## src/verilog/core_cfg_pkg.sv

```systemverilog
// Core configuration package
// Data path width and destination register index width
`default_nettype none

package core_cfg_pkg;

    localparam int XLEN        = 32;    // Integer data width
    localparam int REG_IDX_LEN = 5;     // Destination register index width

endpackage

`default_nettype wire

```

## src/verilog/expipe_pkg.sv

```systemverilog
// Execution pipeline package
// Opcode and exception encodings, multiplier iteration count
`default_nettype none

package expipe_pkg;

    // Opcodes seen by dispatch
    typedef enum logic [2:0] {
        OP_ADD = 3'd0,  // ALU
        OP_SUB = 3'd1,  // ALU
        OP_XOR = 3'd2,  // ALU
        OP_MUL = 3'd3,  // Iterative multiplier
        OP_LDI = 3'd4,  // Immediate load, resolved at issue
        OP_ILL = 3'd5   // Illegal, raises an exception at issue
    } op_e;

    // Exception codes carried into the ROB
    typedef enum logic [1:0] {
        EXC_NONE     = 2'd0,
        EXC_ILLEGAL  = 2'd1,
        EXC_OVERFLOW = 2'd2
    } except_e;

    // One multiplier bit per cycle
    localparam int MUL_ITERS = core_cfg_pkg::XLEN;

endpackage

`default_nettype wire

```

## src/verilog/alu_unit.sv

```systemverilog
// Single-cycle ALU
// ADD, SUB, XOR with signed overflow detect, result held until CDB grant
`timescale 1ns/10ps
`default_nettype none

module alu_unit import core_cfg_pkg::*; import expipe_pkg::*; #(
    parameter  int ROB_DEPTH   = 8,
    localparam int ROB_IDX_LEN = $clog2(ROB_DEPTH)
) (
    input  logic                   clk_i,
    input  logic                   rst_n_i,
    input  logic                   flush_i,
    input  logic                   valid_i,
    output logic                   ready_o,
    input  op_e                    op_i,
    input  logic [XLEN-1:0]        a_i,
    input  logic [XLEN-1:0]        b_i,
    input  logic [ROB_IDX_LEN-1:0] tag_i,
    input  logic                   gnt_i,
    output logic                   req_o,
    output logic [ROB_IDX_LEN-1:0] tag_o,
    output logic [XLEN-1:0]        value_o,
    output logic                   except_o,
    output except_e                except_code_o
);

    logic [XLEN-1:0] res;
    logic            ovf;

    always_comb begin
        res = a_i ^ b_i;
        ovf = 1'b0;
        case (op_i)
            OP_ADD: begin
                res = a_i + b_i;
                ovf = (a_i[XLEN-1] == b_i[XLEN-1]) && (res[XLEN-1] != a_i[XLEN-1]);
            end
            OP_SUB: begin
                res = a_i - b_i;
                ovf = (a_i[XLEN-1] != b_i[XLEN-1]) && (res[XLEN-1] != a_i[XLEN-1]);
            end
            default: ;                              // XOR never overflows
        endcase
    end

    always_ff @(posedge clk_i or negedge rst_n_i) begin
        if (!rst_n_i) begin
            req_o <= 1'b0;
        end else if (flush_i) begin
            req_o <= 1'b0;                          // Abort pending result
        end else if (valid_i && ready_o) begin
            req_o <= 1'b1;
        end else if (gnt_i) begin
            req_o <= 1'b0;                          // Result taken by the CDB
        end
    end

    always_ff @(posedge clk_i) begin
        if (valid_i && ready_o) begin
            tag_o         <= tag_i;
            value_o       <= res;                   // Wrapped result even on overflow
            except_o      <= ovf;
            except_code_o <= ovf ? EXC_OVERFLOW : EXC_NONE;
        end
    end

    assign ready_o = !req_o;                        // Busy until granted

endmodule

`default_nettype wire

```

## src/verilog/cdb_arbiter.sv

```systemverilog
// CDB arbiter
// Round-robin grant between ALU and multiplier, drives the common data bus
`timescale 1ns/10ps
`default_nettype none

module cdb_arbiter import core_cfg_pkg::*; import expipe_pkg::*; #(
    parameter  int ROB_DEPTH   = 8,
    localparam int ROB_IDX_LEN = $clog2(ROB_DEPTH)
) (
    input  logic                   clk_i,
    input  logic                   rst_n_i,
    input  logic                   alu_req_i,
    input  logic [ROB_IDX_LEN-1:0] alu_tag_i,
    input  logic [XLEN-1:0]        alu_value_i,
    input  logic                   alu_except_i,
    input  except_e                alu_except_code_i,
    input  logic                   mul_req_i,
    input  logic [ROB_IDX_LEN-1:0] mul_tag_i,
    input  logic [XLEN-1:0]        mul_value_i,
    output logic                   alu_gnt_o,
    output logic                   mul_gnt_o,
    output logic                   cdb_valid_o,
    output logic [ROB_IDX_LEN-1:0] cdb_rob_idx_o,
    output logic [XLEN-1:0]        cdb_value_o,
    output logic                   cdb_except_o,
    output except_e                cdb_except_code_o
);

    logic mul_prio;     // High when the multiplier wins a tie

    assign alu_gnt_o = alu_req_i && (!mul_req_i || !mul_prio);
    assign mul_gnt_o = mul_req_i && (!alu_req_i || mul_prio);

    always_ff @(posedge clk_i or negedge rst_n_i) begin
        if (!rst_n_i) begin
            mul_prio <= 1'b0;
        end else if (alu_gnt_o) begin
            mul_prio <= 1'b1;                   // Other side first next time
        end else if (mul_gnt_o) begin
            mul_prio <= 1'b0;
        end
    end

    // Multiplier never raises an exception
    assign cdb_valid_o       = alu_gnt_o || mul_gnt_o;
    assign cdb_rob_idx_o     = mul_gnt_o ? mul_tag_i : alu_tag_i;
    assign cdb_value_o       = mul_gnt_o ? mul_value_i : alu_value_i;
    assign cdb_except_o      = alu_gnt_o && alu_except_i;
    assign cdb_except_code_o = alu_gnt_o ? alu_except_code_i : EXC_NONE;

endmodule

`default_nettype wire

```

## src/verilog/dispatch_unit.sv

```systemverilog
// Dispatch unit
// Decodes the opcode, allocates the ROB tail and routes to ALU or multiplier
`timescale 1ns/10ps
`default_nettype none

module dispatch_unit import core_cfg_pkg::*; import expipe_pkg::*; #(
    parameter  int ROB_DEPTH   = 8,
    localparam int ROB_IDX_LEN = $clog2(ROB_DEPTH)
) (
    input  logic                   issue_valid_i,
    output logic                   issue_ready_o,
    input  op_e                    issue_op_i,
    input  logic [REG_IDX_LEN-1:0] issue_rd_i,
    input  logic [XLEN-1:0]        issue_a_i,
    input  logic [XLEN-1:0]        issue_b_i,
    input  logic                   flush_i,
    // ROB allocation
    input  logic                   rob_ready_i,
    input  logic [ROB_IDX_LEN-1:0] rob_tail_idx_i,
    output logic                   rob_push_valid_o,
    output logic                   rob_res_ready_o,
    output logic                   rob_except_o,
    output except_e                rob_except_code_o,
    output logic [XLEN-1:0]        rob_value_o,
    output logic [REG_IDX_LEN-1:0] rob_rd_o,
    // Execution units
    input  logic                   alu_ready_i,
    input  logic                   mul_ready_i,
    output logic                   alu_valid_o,
    output op_e                    alu_op_o,
    output logic                   mul_valid_o,
    output logic [XLEN-1:0]        unit_a_o,
    output logic [XLEN-1:0]        unit_b_o,
    output logic [ROB_IDX_LEN-1:0] unit_tag_o
);

    logic to_alu, to_mul, early, illegal;
    logic unit_ok, fire;

    always_comb begin
        to_alu  = 1'b0;
        to_mul  = 1'b0;
        early   = 1'b0;
        illegal = 1'b0;
        unique case (issue_op_i)
            OP_ADD, OP_SUB, OP_XOR: to_alu = 1'b1;
            OP_MUL:                 to_mul = 1'b1;
            OP_LDI:                 early  = 1'b1;  // Operand a is the result
            default:                illegal = 1'b1; // OP_ILL and unused codes
        endcase
    end

    // LDI and ILL need only a free ROB entry
    assign unit_ok       = to_alu ? alu_ready_i : (to_mul ? mul_ready_i : 1'b1);
    assign issue_ready_o = rob_ready_i && unit_ok && !flush_i;
    assign fire          = issue_valid_i && issue_ready_o;

    assign rob_push_valid_o  = fire;
    assign rob_res_ready_o   = early;
    assign rob_except_o      = illegal;
    assign rob_except_code_o = illegal ? EXC_ILLEGAL : EXC_NONE;
    assign rob_value_o       = issue_a_i;       // LDI value or ILL aux data
    assign rob_rd_o          = issue_rd_i;

    assign alu_valid_o = fire && to_alu;
    assign alu_op_o    = issue_op_i;
    assign mul_valid_o = fire && to_mul;
    assign unit_a_o    = issue_a_i;
    assign unit_b_o    = issue_b_i;
    assign unit_tag_o  = rob_tail_idx_i;        // Tag is the allocated ROB entry

endmodule

`default_nettype wire

```

## src/verilog/modn_counter.sv

```systemverilog
// Modulo-N counter
// Enable and synchronous clear, clear has priority
`timescale 1ns/10ps
`default_nettype none

module modn_counter #(
    parameter int N = 8
) (
    input  logic                 clk_i,
    input  logic                 rst_n_i,
    input  logic                 en_i,
    input  logic                 clr_i,
    output logic [$clog2(N)-1:0] count_o
);

    always_ff @(posedge clk_i or negedge rst_n_i) begin
        if (!rst_n_i) begin
            count_o <= '0;
        end else if (clr_i) begin
            count_o <= '0;                              // Clear wins over enable
        end else if (en_i) begin
            if (count_o == $clog2(N)'(N - 1)) begin
                count_o <= '0;                          // Wrap at N-1
            end else begin
                count_o <= count_o + 1'b1;
            end
        end
    end

endmodule

`default_nettype wire

```

## src/verilog/mul_unit.sv

```systemverilog
// Iterative multiplier
// Shift-and-add, one bit per cycle, low XLEN bits held until CDB grant
`timescale 1ns/10ps
`default_nettype none

module mul_unit import core_cfg_pkg::*; import expipe_pkg::*; #(
    parameter  int ROB_DEPTH   = 8,
    localparam int ROB_IDX_LEN = $clog2(ROB_DEPTH)
) (
    input  logic                   clk_i,
    input  logic                   rst_n_i,
    input  logic                   flush_i,
    input  logic                   valid_i,
    output logic                   ready_o,
    input  logic [XLEN-1:0]        a_i,
    input  logic [XLEN-1:0]        b_i,
    input  logic [ROB_IDX_LEN-1:0] tag_i,
    input  logic                   gnt_i,
    output logic                   req_o,
    output logic [ROB_IDX_LEN-1:0] tag_o,
    output logic [XLEN-1:0]        value_o
);

    localparam int CNT_W = $clog2(MUL_ITERS);

    typedef enum logic [1:0] {
        MS_IDLE,
        MS_BUSY,    // Iterating
        MS_DONE     // Requesting the CDB
    } mul_state_e;

    mul_state_e      state;
    logic [CNT_W-1:0] cnt;
    logic [XLEN-1:0] acc, mcand, mplier;

    // Control path
    always_ff @(posedge clk_i or negedge rst_n_i) begin
        if (!rst_n_i) begin
            state <= MS_IDLE;
        end else if (flush_i) begin
            state <= MS_IDLE;
        end else begin
            case (state)
                MS_IDLE: if (valid_i) state <= MS_BUSY;
                MS_BUSY: if (cnt == CNT_W'(MUL_ITERS - 1)) state <= MS_DONE;
                MS_DONE: if (gnt_i) state <= MS_IDLE;
                default: state <= MS_IDLE;
            endcase
        end
    end

    // Data path, bit 0 is handled at acceptance
    always_ff @(posedge clk_i) begin
        if (state == MS_IDLE && valid_i) begin
            acc    <= b_i[0] ? a_i : '0;
            mcand  <= a_i << 1;
            mplier <= b_i >> 1;
            cnt    <= CNT_W'(1);
            tag_o  <= tag_i;
        end else if (state == MS_BUSY) begin
            if (mplier[0]) acc <= acc + mcand;      // Add shifted multiplicand
            mcand  <= mcand << 1;
            mplier <= mplier >> 1;
            cnt    <= cnt + 1'b1;
        end
    end

    assign ready_o = (state == MS_IDLE);
    assign req_o   = (state == MS_DONE);
    assign value_o = acc;

endmodule

`default_nettype wire

```

## src/verilog/ooo_backend_top.sv

```systemverilog
// Out-of-order back end top level
// Dispatch, ALU, multiplier, CDB arbiter and reorder buffer
`timescale 1ns/10ps
`default_nettype none

module ooo_backend_top import core_cfg_pkg::*; import expipe_pkg::*; #(
    parameter  int ROB_DEPTH   = 8,
    localparam int ROB_IDX_LEN = $clog2(ROB_DEPTH)
) (
    input  logic                   clk_i,
    input  logic                   rst_n_i,
    input  logic                   flush_i,
    input  logic                   issue_valid_i,
    output logic                   issue_ready_o,
    input  op_e                    issue_op_i,
    input  logic [REG_IDX_LEN-1:0] issue_rd_i,
    input  logic [XLEN-1:0]        issue_a_i,
    input  logic [XLEN-1:0]        issue_b_i,
    output logic [ROB_IDX_LEN-1:0] issue_tag_o,
    input  logic                   comm_ready_i,
    output logic                   comm_valid_o,
    output logic [REG_IDX_LEN-1:0] comm_rd_o,
    output logic [XLEN-1:0]        comm_value_o,
    output logic                   comm_except_o,
    output except_e                comm_except_code_o,
    output logic [ROB_IDX_LEN-1:0] comm_tag_o
);

    // Dispatch to ROB
    logic                   rob_push_valid, rob_res_ready, rob_except, rob_ready;
    except_e                rob_except_code;
    logic [XLEN-1:0]        rob_value;
    logic [REG_IDX_LEN-1:0] rob_rd;
    logic [ROB_IDX_LEN-1:0] rob_tail_idx;
    // Dispatch to units
    logic                   alu_valid, alu_ready, mul_valid, mul_ready;
    op_e                    alu_op;
    logic [XLEN-1:0]        unit_a, unit_b;
    logic [ROB_IDX_LEN-1:0] unit_tag;
    // Units to arbiter
    logic                   alu_req, alu_gnt, alu_except, mul_req, mul_gnt;
    except_e                alu_except_code;
    logic [ROB_IDX_LEN-1:0] alu_tag, mul_tag;
    logic [XLEN-1:0]        alu_value, mul_value;
    // CDB
    logic                   cdb_valid, cdb_except;
    logic [ROB_IDX_LEN-1:0] cdb_rob_idx;
    logic [XLEN-1:0]        cdb_value;
    except_e                cdb_except_code;

    dispatch_unit #(.ROB_DEPTH(ROB_DEPTH)) u_dispatch (
        .issue_valid_i     (issue_valid_i),
        .issue_ready_o     (issue_ready_o),
        .issue_op_i        (issue_op_i),
        .issue_rd_i        (issue_rd_i),
        .issue_a_i         (issue_a_i),
        .issue_b_i         (issue_b_i),
        .flush_i           (flush_i),
        .rob_ready_i       (rob_ready),
        .rob_tail_idx_i    (rob_tail_idx),
        .rob_push_valid_o  (rob_push_valid),
        .rob_res_ready_o   (rob_res_ready),
        .rob_except_o      (rob_except),
        .rob_except_code_o (rob_except_code),
        .rob_value_o       (rob_value),
        .rob_rd_o          (rob_rd),
        .alu_ready_i       (alu_ready),
        .mul_ready_i       (mul_ready),
        .alu_valid_o       (alu_valid),
        .alu_op_o          (alu_op),
        .mul_valid_o       (mul_valid),
        .unit_a_o          (unit_a),
        .unit_b_o          (unit_b),
        .unit_tag_o        (unit_tag)
    );

    alu_unit #(.ROB_DEPTH(ROB_DEPTH)) u_alu (
        .clk_i         (clk_i),
        .rst_n_i       (rst_n_i),
        .flush_i       (flush_i),
        .valid_i       (alu_valid),
        .ready_o       (alu_ready),
        .op_i          (alu_op),
        .a_i           (unit_a),
        .b_i           (unit_b),
        .tag_i         (unit_tag),
        .gnt_i         (alu_gnt),
        .req_o         (alu_req),
        .tag_o         (alu_tag),
        .value_o       (alu_value),
        .except_o      (alu_except),
        .except_code_o (alu_except_code)
    );

    mul_unit #(.ROB_DEPTH(ROB_DEPTH)) u_mul (
        .clk_i   (clk_i),
        .rst_n_i (rst_n_i),
        .flush_i (flush_i),
        .valid_i (mul_valid),
        .ready_o (mul_ready),
        .a_i     (unit_a),
        .b_i     (unit_b),
        .tag_i   (unit_tag),
        .gnt_i   (mul_gnt),
        .req_o   (mul_req),
        .tag_o   (mul_tag),
        .value_o (mul_value)
    );

    cdb_arbiter #(.ROB_DEPTH(ROB_DEPTH)) u_arb (
        .clk_i             (clk_i),
        .rst_n_i           (rst_n_i),
        .alu_req_i         (alu_req),
        .alu_tag_i         (alu_tag),
        .alu_value_i       (alu_value),
        .alu_except_i      (alu_except),
        .alu_except_code_i (alu_except_code),
        .mul_req_i         (mul_req),
        .mul_tag_i         (mul_tag),
        .mul_value_i       (mul_value),
        .alu_gnt_o         (alu_gnt),
        .mul_gnt_o         (mul_gnt),
        .cdb_valid_o       (cdb_valid),
        .cdb_rob_idx_o     (cdb_rob_idx),
        .cdb_value_o       (cdb_value),
        .cdb_except_o      (cdb_except),
        .cdb_except_code_o (cdb_except_code)
    );

    rob #(.ROB_DEPTH(ROB_DEPTH)) u_rob (
        .clk_i              (clk_i),
        .rst_n_i            (rst_n_i),
        .flush_i            (flush_i),
        .push_valid_i       (rob_push_valid),
        .push_ready_o       (rob_ready),
        .push_res_ready_i   (rob_res_ready),
        .push_except_i      (rob_except),
        .push_except_code_i (rob_except_code),
        .push_value_i       (rob_value),
        .push_rd_i          (rob_rd),
        .tail_idx_o         (rob_tail_idx),
        .cdb_valid_i        (cdb_valid),
        .cdb_rob_idx_i      (cdb_rob_idx),
        .cdb_value_i        (cdb_value),
        .cdb_except_i       (cdb_except),
        .cdb_except_code_i  (cdb_except_code),
        .comm_ready_i       (comm_ready_i),
        .comm_valid_o       (comm_valid_o),
        .comm_rd_o          (comm_rd_o),
        .comm_value_o       (comm_value_o),
        .comm_except_o      (comm_except_o),
        .comm_except_code_o (comm_except_code_o),
        .head_idx_o         (comm_tag_o)
    );

    assign issue_tag_o = rob_tail_idx;      // Tag of the instruction being issued

endmodule

`default_nettype wire

```

## src/verilog/rob.sv

```systemverilog
// Reorder buffer
// Issue write port, CDB write port, in-order commit port
`timescale 1ns/10ps
`default_nettype none

module rob import core_cfg_pkg::*; import expipe_pkg::*; #(
    parameter  int ROB_DEPTH   = 8,
    localparam int ROB_IDX_LEN = $clog2(ROB_DEPTH)
) (
    input  logic                   clk_i,
    input  logic                   rst_n_i,
    input  logic                   flush_i,
    // Issue side
    input  logic                   push_valid_i,
    output logic                   push_ready_o,
    input  logic                   push_res_ready_i,    // Result known at issue
    input  logic                   push_except_i,
    input  except_e                push_except_code_i,
    input  logic [XLEN-1:0]        push_value_i,        // Result or exception aux data
    input  logic [REG_IDX_LEN-1:0] push_rd_i,
    output logic [ROB_IDX_LEN-1:0] tail_idx_o,
    // CDB side, always accepted
    input  logic                   cdb_valid_i,
    input  logic [ROB_IDX_LEN-1:0] cdb_rob_idx_i,
    input  logic [XLEN-1:0]        cdb_value_i,
    input  logic                   cdb_except_i,
    input  except_e                cdb_except_code_i,
    // Commit side
    input  logic                   comm_ready_i,
    output logic                   comm_valid_o,
    output logic [REG_IDX_LEN-1:0] comm_rd_o,
    output logic [XLEN-1:0]        comm_value_o,
    output logic                   comm_except_o,
    output except_e                comm_except_code_o,
    output logic [ROB_IDX_LEN-1:0] head_idx_o
);

    logic [ROB_IDX_LEN-1:0] head_idx, tail_idx;
    logic                   push, pop;

    // Entry status bits
    logic                   ent_valid     [ROB_DEPTH];
    logic                   ent_res_ready [ROB_DEPTH];
    logic                   ent_except    [ROB_DEPTH];
    // Entry payload
    logic [REG_IDX_LEN-1:0] ent_rd        [ROB_DEPTH];
    logic [XLEN-1:0]        ent_value     [ROB_DEPTH];
    except_e                ent_code      [ROB_DEPTH];

    assign push_ready_o = !ent_valid[tail_idx];                 // Tail entry free
    assign push         = push_valid_i && push_ready_o && !flush_i;
    assign comm_valid_o = ent_valid[head_idx] && ent_res_ready[head_idx] && !flush_i;
    assign pop          = comm_valid_o && comm_ready_i;

    always_ff @(posedge clk_i or negedge rst_n_i) begin
        if (!rst_n_i) begin
            for (int i = 0; i < ROB_DEPTH; i++) begin
                ent_valid[i]     <= 1'b0;
                ent_res_ready[i] <= 1'b0;
                ent_except[i]    <= 1'b0;
            end
        end else if (flush_i) begin
            // Drop everything in flight
            for (int i = 0; i < ROB_DEPTH; i++) begin
                ent_valid[i]     <= 1'b0;
                ent_res_ready[i] <= 1'b0;
                ent_except[i]    <= 1'b0;
            end
        end else begin
            if (push) begin
                ent_valid[tail_idx]     <= 1'b1;
                ent_res_ready[tail_idx] <= push_res_ready_i || push_except_i;
                ent_except[tail_idx]    <= push_except_i;
            end
            if (cdb_valid_i) begin                              // Out-of-order result
                ent_res_ready[cdb_rob_idx_i] <= 1'b1;
                ent_except[cdb_rob_idx_i]    <= cdb_except_i;
            end
            if (pop) ent_valid[head_idx] <= 1'b0;
        end
    end

    always_ff @(posedge clk_i) begin
        if (push) begin
            ent_rd[tail_idx]    <= push_rd_i;
            ent_value[tail_idx] <= push_value_i;                // Aux data for early entries
            ent_code[tail_idx]  <= push_except_code_i;
        end
        if (cdb_valid_i) begin
            ent_value[cdb_rob_idx_i] <= cdb_value_i;
            ent_code[cdb_rob_idx_i]  <= cdb_except_code_i;
        end
    end

    modn_counter #(.N(ROB_DEPTH)) u_head_cnt (
        .clk_i   (clk_i),
        .rst_n_i (rst_n_i),
        .en_i    (pop),
        .clr_i   (flush_i),
        .count_o (head_idx)
    );

    modn_counter #(.N(ROB_DEPTH)) u_tail_cnt (
        .clk_i   (clk_i),
        .rst_n_i (rst_n_i),
        .en_i    (push),
        .clr_i   (flush_i),
        .count_o (tail_idx)
    );

    assign tail_idx_o         = tail_idx;
    assign head_idx_o         = head_idx;
    assign comm_rd_o          = ent_rd[head_idx];
    assign comm_value_o       = ent_value[head_idx];
    assign comm_except_o      = ent_except[head_idx];
    assign comm_except_code_o = ent_code[head_idx];

endmodule

`default_nettype wire
```

## config.mk

```make
export PLATFORM = sky130hd
export DESIGN_NAME = ooo_backend_top
export DESIGN_NICKNAME = d
export VERILOG_FILES = /design/src/verilog/core_cfg_pkg.sv /design/src/verilog/expipe_pkg.sv /design/src/verilog/alu_unit.sv /design/src/verilog/cdb_arbiter.sv /design/src/verilog/dispatch_unit.sv /design/src/verilog/modn_counter.sv /design/src/verilog/mul_unit.sv /design/src/verilog/ooo_backend_top.sv /design/src/verilog/rob.sv
export SDC_FILE = /design/constraint.sdc
export NUM_CORES = 1
export LEC_CHECK = 0
export BUFFER_PORTS_ARGS = -buffer_cell sky130_fd_sc_hd__buf_2
export CAP_MARGIN = 20
export CORE_UTILIZATION = 47
export CTS_CLUSTER_DIAMETER = 40
export CTS_CLUSTER_SIZE = 14
export DETAILED_ROUTE_END_ITERATION = 10
export GPL_TIMING_DRIVEN = 0
export PLACE_DENSITY = 0.72
export SLEW_MARGIN = 10
export SYNTH_ARGS = -nofsm -noshare
export SYNTH_HDL_FRONTEND = slang
export SYNTH_HIERARCHICAL = 1
export SYNTH_SLANG_ARGS = --single-unit
```

## constraint.sdc

```tcl
create_clock -name clk_i -period 9.8 [get_ports clk_i]
set_input_delay 0.49 -clock clk_i [delete_from_list [all_inputs] [get_ports clk_i]]
set_output_delay 0.49 -clock clk_i [all_outputs]
set_load 0.05 [all_outputs]
```

After elaboration in Yosys (flattened, before gate mapping)
Memory sizes are Yosys's and may differ from the RTL's.
Cells that the tools add are included.
{"block": "totals", "ff_bits": 174, "latch_bits": 0, "ram_bits": 312, "mem_bits_ro": 0, "output_inout_bits": 48, "word_cells": 192, "memories": 3}
{"name": "u_rob.ent_value", "depth": 8, "width": 32, "rd": 1, "rd_ports_with_merged_regs": 0, "wr": 2, "line": "rob.sv:47", "rtl": "logic [XLEN-1:0] ent_value [ROB_DEPTH];"}
{"name": "u_rob.ent_rd", "depth": 8, "width": 5, "rd": 1, "rd_ports_with_merged_regs": 0, "wr": 1, "line": "rob.sv:46", "rtl": "logic [REG_IDX_LEN-1:0] ent_rd [ROB_DEPTH];"}
{"name": "u_rob.ent_code", "depth": 8, "width": 2, "rd": 1, "rd_ports_with_merged_regs": 0, "wr": 2, "line": "rob.sv:48", "rtl": "except_e ent_code [ROB_DEPTH];"}
{"block": "op_classes", "n_addsub": 6, "mul": 0, "div_mod_pow": 0, "order_cmp": 6, "eq_ne": 16, "shifts": 0, "mux": 74, "n_bitwise": 8, "reduce_logical": 41}
{"op": "32-bit two-way mux", "count": 7}
{"op": "8-bit two-way mux", "count": 12}
{"op": "32-bit adder", "count": 2}
{"op": "32-bit one-hot mux with 2 select lines", "count": 1}
{"op": "31-bit two-way mux", "count": 2}
{"op": "32-bit subtractor", "count": 1}
{"op": "32-bit bitwise XOR", "count": 1}
{"op": "1-bit two-way mux", "count": 27}
{"op": "8-bit bitwise mux", "count": 3}
{"op": "3-bit two-way mux", "count": 7}
{"op": "1-bit logical AND", "count": 20}
{"op": "8-bit OR", "count": 2}
{"op": "1-bit binary-select mux with 3-bit select", "count": 4}
{"op": "4-bit greater-or-equal comparator (second input constant)", "count": 3}
{"op": "4-bit by 1-bit less-than comparator with 1-bit output (second input constant)", "count": 3}
{"op": "2-bit two-way mux", "count": 6}
{"op": "3-bit inverter with 4-bit output", "count": 3}
{"op": "2-bit nonzero test", "count": 5}
{"op": "1-bit demux with 3-bit select", "count": 3}
{"op": "3-bit == test (second input constant)", "count": 3}
{"op": "8-bit AND", "count": 1}
{"op": "8-bit inverter", "count": 1}
{"op": "3-bit by 1-bit adder with 3-bit output (second input constant)", "count": 2}
{"op": "3-bit by 2-bit == test with 1-bit output (second input constant)", "count": 2}
{"op": "other kinds (20)", "count": 30}

Logic depth before layout (Yosys ltp)
Gate-level depths: netlist of the first run.
{"block": "logic_depth", "depth_word": 15, "depth_mapped": 13, "ltp_nobuf": 12}

Cells and area by module
The synthesis of the first run kept the hierarchy.
{"mod": "rob", "n_inst": 1, "cells_each": 1106, "area_each_um2": 16545.9, "seq_area_each_um2": 9969.6}
{"mod": "mul_unit", "n_inst": 1, "cells_each": 636, "area_each_um2": 6032.0, "seq_area_each_um2": 3062.9}
{"mod": "alu_unit", "n_inst": 1, "cells_each": 615, "area_each_um2": 4855.9, "seq_area_each_um2": 1106.1}
{"mod": "dispatch_unit", "n_inst": 1, "cells_each": 122, "area_each_um2": 895.9, "seq_area_each_um2": 0.0}
{"mod": "cdb_arbiter", "n_inst": 1, "cells_each": 49, "area_each_um2": 601.8, "seq_area_each_um2": 25.0}
{"mod": "modn_counter", "n_inst": 2, "cells_each": 12, "area_each_um2": 151.4, "seq_area_each_um2": 75.1}

Worst setup path after synthesis of the first run
No wires, ideal clock.
{"block": "synth_path", "path_kind": "reg-to-reg", "startpoint": "register u_rob.u_tail_cnt.count_o[2]", "endpoint": "memory u_rob/ent_code[6][0] (netlist bit) (enable)", "setup_time_ns": 0.477, "arrival_ns": 5.005, "setup_slack_ns": 4.319, "stages_incl_launch_ff": 9, "path_buffers": 1, "synth_period_minus_slack_ns": 5.481, "cell_sequence": "dfrtp_1 buf_6 mux2i_1 o2bb2ai_1 a221oi_1 nand3b_1 a31oi_1 or3b_1 o31ai_1"}
{"item": "start, declared", "line": "modn_counter.sv:13", "rtl": "output logic [$clog2(N)-1:0] count_o"}
{"item": "start signal, assigned", "line": "modn_counter.sv:25", "rtl": "count_o <= count_o + 1'b1;"}
{"item": "end, declared", "line": "rob.sv:48"}

Worst setup path in the final report of the first run
{"block": "layout_path", "startpoint": "register u_rob.u_tail_cnt.count_o[0]", "endpoint": "register u_mul.acc[5], in the netlist u_mul/value_o[5], data pin"}
{"block": "layout_between", "elab_chain_cells": 11}
{"item": "3-bit inverter with 4-bit output (implied by the code)", "line": "rob.sv:50", "rtl": "assign push_ready_o = !ent_valid[tail_idx];"}
{"item": "1-bit binary-select mux with 3-bit select", "line": "rob.sv:50"}
{"item": "1-bit two-way mux (implied by the code) (2 in series)", "line": "rob.sv:50"}
{"item": "1-bit logical NOT", "line": "rob.sv:50"}
{"item": "named net rob_ready", "line": "ooo_backend_top.sv:30", "rtl": "logic rob_push_valid, rob_res_ready, rob_except, rob_ready;"}
{"item": "1-bit logical AND (2 in series)", "line": "dispatch_unit.sv:55", "rtl": "assign issue_ready_o = rob_ready_i && unit_ok && !flush_i;"}
{"item": "1-bit logical AND", "line": "dispatch_unit.sv:56", "rtl": "assign fire = issue_valid_i && issue_ready_o;"}
{"item": "1-bit logical AND", "line": "dispatch_unit.sv:67", "rtl": "assign mul_valid_o = fire && to_mul;"}
{"item": "named net mul_valid", "line": "ooo_backend_top.sv:36", "rtl": "logic alu_valid, alu_ready, mul_valid, mul_ready;"}
{"item": "1-bit logical AND", "line": "mul_unit.sv:54", "rtl": "if (state == MS_IDLE && valid_i) begin"}
{"item": "32-bit two-way mux", "line": "mul_unit.sv:54"}
{"item": "end signal, assigned", "line": "mul_unit.sv:55", "rtl": "acc <= b_i[0] ? a_i : '0;"}
{"item": "end signal, assigned", "line": "mul_unit.sv:61", "rtl": "if (mplier[0]) acc <= acc + mcand;"}
{"item": "end, declared", "line": "mul_unit.sv:34", "rtl": "logic [XLEN-1:0] acc, mcand, mplier;"}
The timed path passes the listed nets, and every way through them passes these cells. The select of a mux whose other input is x is not followed.
A chain may end at the register's enable or synchronous reset.

==> results of run 1 <==
power by group through the flow:
stage	Combinational (mW)	Clock (mW)	Sequential, mW
floorplan	0.395	0	2.36
global placement	0.522	0	2.37
detailed placement	0.540	0	2.37
CTS	0.545	2.95	2.33
global route	0.599	3.04	2.33
finish	0.554	2.92	2.33
metal layers:
metal | GRT usage | share of wire | routed length [microns]
met5 | 0 | 0 | 0
met2 | 0.491 | 0.48 | 44400
met4 | 0.148 | 0.054 | 5030
met3 | 0.0576 | 0.084 | 7820
met1 | 0.362 | 0.39 | 36000
kinds of logic after synthesis:
logic type                 share of synthesized area
and+or+nand+nor                               0.0994
AOI/OAI and AO/OA                              0.125
DFF                                            0.490
muxes                                          0.161
buffers and inverters                         0.0626
adders and majority gates                     0.0440
xor gates and xnor gates                      0.0174
other                                       0.000257
timing repair:
action | in CTS | in global routing
endpoints found under the hold margin | 32 | 0
endpoints found under the setup margin | 0 | 0
hold buffers | 1 | 0
gates resized for setup | 0 | 0
setup buffers | 0 | 0
through the flow:
step,cell area [sq um],cells,util,setup slack [ns],hold WS (ns)
after floorplan,29200,2552,-,4.32,0.194
after global placement,30600,3444,0.496,0.941,0.481
after detailed placement,30900,3461,0.502,4.22,0.497
after CTS,33700,3614,0.548,4.12,0.0399
after global routing,33700,3615,0.548,3.89,0.0524
final,33700,3615,0.548,3.97,0.0636
layout make-up:
cell class                      instances  area share
Buffer                                264      0.0447
Inverter                               86     0.00957
Clock buffer                           88      0.0615
Tap cell                              837      0.0310
Multi-Input combinational cell       1718       0.390
Timing Repair Buffer                   74      0.0173
Sequential cell                       484       0.424
Clock inverter                         64      0.0223
Yosys cell counts (all sizes together), types with 7 or more instances:
cell    number  share of area
a221o        7         0.0024
nand4       12         0.0028
edfxtp     445           0.46
a22o        12         0.0036
ha          98          0.042
xnor2       39          0.012
nand2      255          0.033
nand2b      19         0.0041
nor2       123          0.016
a31oi       17         0.0036
dfrtp       34          0.029
a221oi      32         0.0096
o21ai      107          0.019
nor2b       24         0.0051
a21oi      128          0.023
buf        169          0.039
clkbuf      95          0.012
or2         13         0.0028
a211oi      50          0.013
o21bai      26         0.0067
o31ai       14         0.0036
or3         10         0.0021
a21o        36         0.0093
mux2       341           0.13
nand3       66          0.012
a22oi       34         0.0087
inv         85          0.011
and2        10         0.0021
and3        26         0.0056
nor3        20         0.0036
mux2i       51          0.017
xor2        19         0.0057
mux4        13          0.010
nor4         7         0.0015
path summary, 6_finish.rpt:
check	end	slack (ns)	cells after the start
worst max-delay path	u_mul/value_o[5]	3.97	11
worst min-delay path	u_rob/ent_rd[5][4]	0.06	1
worst max register to register	u_mul/value_o[5]	3.97	11
worst min register to register	u_mul/mplier[21]	0.51	2
max in group asynchronous	u_mul/state[1]	8.72	2
min in group asynchronous	u_rob/ent_valid[7]	0.49	2
flip-flops by register name, summed over array words and instances (netlist names), 2 cells and up:
signal	flops
u_alu/tag_o	3
u_alu/value_o	32
u_mul/cnt	5
u_mul/mcand	31
u_mul/mplier	31
u_mul/state	2
u_mul/tag_o	3
u_mul/value_o	32
u_rob/ent_code	16
u_rob/ent_except	8
u_rob/ent_rd	40
u_rob/ent_res_ready	8
u_rob/ent_valid	8
u_rob/ent_value	256
u_rob/u_head_cnt/count_o	3
u_rob/u_tail_cnt/count_o	3
worst register-to-register path: stages, from the launching register on:
cell and delay, ns:
dfrtp_1 0.49, clkbuf_1 0.34, o21ai_0 0.15, a221oi_1 0.83
nand3b_1 0.24, nor3_1 0.76, nand2_1 0.65, inv_2 0.32
clkbuf_1 0.76, clkbuf_1 0.68, nand3_1 0.23, o31ai_1 0.16
==> run metrics, run 1 <==
initial antenna violation count=2; P_int=4.33 mW; row count=between 90 and 100; CTS Buffer Depth=3; CTS tree=yes; DR WL/cell=~26 microns; Bufs and invs on worst path=4; CP max FO=10; Clock power frac=0.503; Fmax=172 MHz; max-cap violation count=0; vias in the first global route=around 22000; Worst setup SP type=register; DR vias=approximately 22000; post-DP HPWL=67100 microns; post-synthesis sequential area ratio=0.490; total CTS buffers=82; Area growth syn-to-layout=15.4%; Synth Register Bits=about 480; worst vdd ir=0.142 mV; IO Port Bufs=55; most frequent cells in the layout=edfxtp_1 (445), mux2_2 (319), nand2_1 (248), nor2_1 (123), a21oi_1 (122); die area=63200 sq um; Initial Util=0.475; I/O Pins=125; Final ANT Viol Nets=0; clk_skew=0.0522 ns; crit path from=u_rob/u_tail_cnt/count_o[0]; Storage cell area=14300 sq um; Sw Pwr=around 1.5 mW; fin crit share=0.595; worst hold start=issue_rd_i[4]; register share of total power=0.401; Residual DRC=0; Netlist cell types=103; status=finished, final reports clean; DR iter-0 viols=2261; P per Cell Area=172 nW/um^2; Core Region=61600 sq um; Worst setup EP type=register; grt total ovfl=0; Worst Hold Class=primary input to register; top_reg_cell synth=edfxtp_1; Post-synth EDFFs=445; RSZ-0062 raised after global routing=false; filler instances=5188; Vias/cell=6.07; Slew headroom=0.238; first-pass GRT wire length=137000 microns; Mean Syn Cell Area=11.5 sq um; Final Wtd Congestion=0.929; FFs w/ async S/R, synth=0.0702; share of layout cells above drive strength 1=0.273; Worst Setup Path Type=register to register; die width=251 microns; # diodes=0; max-slew violations=0; Synth Instances=approximately 2600; Mapped Nets=2730; Combinational Power Share=0.096; Ys Warns=6; Synth Cell Area=slightly below 30000 sq um; GRT Total Usage=0.294; CTS clk-pin slew, worst paths=around 0.06 ns; setup violators final=0; clock latency on the worst-skew pair=0.67 ns; H-tree Lvls=3; CTS Sinks=484; commonest non-fill, non-tap cell in the layout=edfxtp_1; Tmin final=5.83 ns; post-layout power=5.80 mW; largest net degree at the start of global routing=36; most used cell along the critical path=clkbuf_1; Final TNS setup=0 ns; Pleak=12.9 nW; die height=251 microns; Worst EP required=slightly above 10 ns; Sw Ratio=0.253; total wire length=around 93000 microns; Multi-input gate area=13100 sq um; delay of the slowest critical-path stage=0.83 ns; root buf cell=clkbuf_16; Worst-Margin Slew=1.14 ns; crit path cell chain=clkbuf_1 > o21ai_0 > a221oi_1 > nand3b_1 > nor3_1 > nand2_1 > inv_2 > clkbuf_1 > clkbuf_1 > nand3_1 > o31ai_1; fin nets=between 2000 and 3000; critical path data arrival time=6.26 ns; drt first pass iters=6; Final Hold Fails=0; CP delay by family, top=buffers and inverters; R2R Path Start=u_rob/u_tail_cnt/count_o[0]; CP max-delay cell=a221oi_1
Power figures use the tool's default switching activity.
==> run 2: changes to the inputs <==
--- a/config.mk
+++ b/config.mk
@@ -5,6 +5,7 @@
 export SDC_FILE = /design/constraint.sdc
 export NUM_CORES = 1
 export LEC_CHECK = 0
+export ABC_AREA = 1
 export BUFFER_PORTS_ARGS = -buffer_cell sky130_fd_sc_hd__buf_2
 export CAP_MARGIN = 20
 export CORE_UTILIZATION = 47
@@ -12,7 +13,7 @@
 export CTS_CLUSTER_SIZE = 14
 export DETAILED_ROUTE_END_ITERATION = 10
 export GPL_TIMING_DRIVEN = 0
-export PLACE_DENSITY = 0.72
+export PLACE_DENSITY = 0.71
 export SLEW_MARGIN = 10
 export SYNTH_ARGS = -nofsm -noshare
 export SYNTH_HDL_FRONTEND = slang
==> constraint.sdc (replaced) <==
create_clock -name clk_i -period 5.4 [get_ports clk_i]
set_input_delay 0.27 -clock clk_i [delete_from_list [all_inputs] [get_ports clk_i]]
set_output_delay 0.27 -clock clk_i [all_outputs]
set_load 0.05 [all_outputs]
==> run 2 against run 1 <==
Net effect: power grew 89%; die area grew 6.3%; cell area grew 6.9%; clock power grew 85%; first-iteration DRC count grew 64%; utilization grew 0.78 points; via count grew 32%; clock-buffer cell count shrank 2; sequential share of layout area shrank 2.7 points; maximum frequency grew 35%; critical path depth grew 8.
==> run metrics, run 2 <==
top-count cell post-synth=nand2_1; row count=93; post_cts resized=0; Core Region=64900 sq um; I/O Pins=125; Worst EP required=5.71 ns; Post-synth EDFFs=445; die height=259 microns; setup violators final=0; vias in the first global route=approximately 27000; Sw Pwr=~3.0 mW; status=finished, final reports clean; top_reg_cell synth=edfxtp_1; Synth Cell Area=31100 sq um; commonest non-fill, non-tap cell in the layout=nand2_1; GRT Total Usage=0.333; Combinational Power Share=0.123; Residual DRC=0; total wire length=between 100000 and 150000 microns; most frequent cells in the layout=nand2_1 (1469), inv_1 (502), edfxtp_1 (445), o21ai_0 (370), nand3_1 (230); Worst setup SP type=register; Fmax=232 MHz; CTS Sinks=484; CP max FO=18; max-cap violation count=0; grt total ovfl=0; Mapped Nets=4240; synth top area cells=edfxtp_1 (43%), nand2_1 (18%), inv_1 (6.1%); P_int=7.97 mW; Slew headroom=0.252; DR iter-0 viols=3711; max-slew violations=0; die area=67200 sq um; Initial Util=0.479; Clock power frac=0.491; Largest regs=u_rob/ent_value (256), u_rob/ent_rd (40); CTS Buffer Depth=3; Pleak=17.1 nW; max reg flops=256; die width=259 microns; clk_skew=0.0194 ns; worst vdd ir=~0.26 mV; FFs w/ async S/R, synth=0.0702; Worst Hold Class=primary input to register; Vias/cell=5.59; DR vias=28976; CTS clk-pin slew, worst paths=around 0.050 ns; Worst-Margin Slew=1.11 ns; Mean Syn Cell Area=between 7 and 8 sq um; Synth Instances=between 4000 and 5000; H-tree Lvls=3; Final Hold Fails=0; Synth area leader=edfxtp_1; Synth Register Bits=between 400 and 500; Final ANT Viol Nets=0; Final Wtd Congestion=0.989; IO Port Bufs=55; post-layout power=around 11 mW; filler instances=6053; Yosys top cell area share=0.430; post-DP HPWL=just over 80000 microns; Worst Setup Path Type=register to register; top post-synthesis cells by count=nand2_1 (1477), inv_1 (503), edfxtp_1 (445); share of layout cells above drive strength 1=0.113; DR WL/cell=21.8 microns; fin nets=4434; drt first pass iters=8; CTS tree=yes; first-pass GRT wire length=between 150000 and 200000 microns; Worst setup EP type=register; total CTS buffers=81; clock latency on the worst-skew pair=0.63 ns; critical path data arrival time=4.62 ns; register share of total power=0.386; Netlist cell types=55; initial antenna violation count=5; fin crit share=0.797; Ys Warns=6; largest net degree at the start of global routing=56; Tmin final=4.31 ns; placed cell areas=32700 sq um; fin area=36100 sq um; P per Cell Area=305 nW/um^2; RSZ-0062 raised after global routing=false; Reg with most FFs=u_rob/ent_value; Area growth syn-to-layout=16.0%; root buf cell=clkbuf_16; post-synthesis sequential area ratio=0.460; Sw Ratio=0.275
-- run 2: worst max-delay path, cell delays in order (launching register included) --
cell     delay [ns]
dfrtp_1        0.43
buf_4          0.19
nand3_2        0.15
inv_1          0.09
nand2_1        0.07
nand2_1        0.08
nor2_4         0.24
buf_2          0.28
nand2_1        0.08
inv_1          0.06
inv_1          0.08
nor2_8         0.09
nand4_2        0.13
inv_1          0.08
inv_1          0.04
nor2_1         0.43
nand3_2        0.21
buf_2          0.27
o21ai_4        0.70
buf_16         0.25
-- run 2: what timing repair did --
action | CTS | global route
hold buffers | 46 | 0
buffers inserted | 0 | 0
hold endpoints to repair | 118 | 0
-- run 2: kinds of logic after synthesis --
kind of cell	after synthesis	synth area share
buffers and inverters	813	0.118
xor gates and xnor gates	18	0.00507
DFF	484	0.460
adders and majority gates	101	0.0414
AOI/OAI and AO/OA	552	0.0963
and+or+nand+nor	2092	0.278
other	2	0.000241
-- run 2: area by class of cell --
cell class	count	area, sq um	area share
multi-input combinational	2765	13200	0.365
sequential	484	14300	0.397
clock buffer	86	2070	0.0573
inverter	513	1930	0.0534
clock inverter	63	798	0.0221
antenna	8	20.0	0.000555
timing repair buffer	111	973	0.0270
buffer	300	1760	0.0487
tap	855	1070	0.0297
-- run 2: layer usage --
layer  track usage  vias up  share of wire
met1         0.413    13227           0.37
met2         0.542     1809           0.45
met5             0        -        0.00011
met4         0.179        2          0.057
met3        0.0743      402           0.12
li1              -    13536              -
-- run 2: final timing paths --
kind | depth (start not counted) | startpoint | slack, ns | endpoint
max reg2reg | 19 | u_rob/u_tail_cnt/count_o[1] | 1.09 | u_rob/ent_value[4][13]
min reg2reg | 2 | u_mul/cnt[3] | 0.49 | u_mul/cnt[3]
max in group asynchronous | 2 | rst_n_i | 4.60 | u_rob/ent_except[4]
min | 3 | issue_a_i[22] | 0.01 | u_mul/mcand[23]
max | 19 | u_rob/u_tail_cnt/count_o[1] | 1.09 | u_rob/ent_value[4][13]
min in group asynchronous | 2 | rst_n_i | 0.28 | u_rob/ent_res_ready[3]
-- run 2: stage by stage --
step | hold slack [ns] | util | setup TNS [ns] | setup slack, ns | instances
3_5_place_dp | 0.411 | 0.504 | 0 | 1.25 | 4982
5_1_grt | 0.0219 | 0.555 | 0 | 0.851 | 5179
3_3_place_gp | 0.404 | 0.500 | -204.29 | -2.89 | 4972
6_report | 0.0137 | 0.556 | 0 | 1.09 | 5185
4_1_cts | 0.000483 | 0.555 | 0 | 1.16 | 5177
2_1_floorplan | -0.0256 | - | -7.59 | -0.112 | 4062
-- run 2: power by group through the flow --
stage          combinational (mW)  clock (mW)  sequential [mW]
2_1_floorplan               0.893           0             4.31
3_3_place_gp                 1.25           0             4.32
3_5_place_dp                 1.28           0             4.32
4_1_cts                      1.32        5.41             4.25
5_1_grt                      1.47        5.57             4.25
6_report                     1.35        5.39             4.25
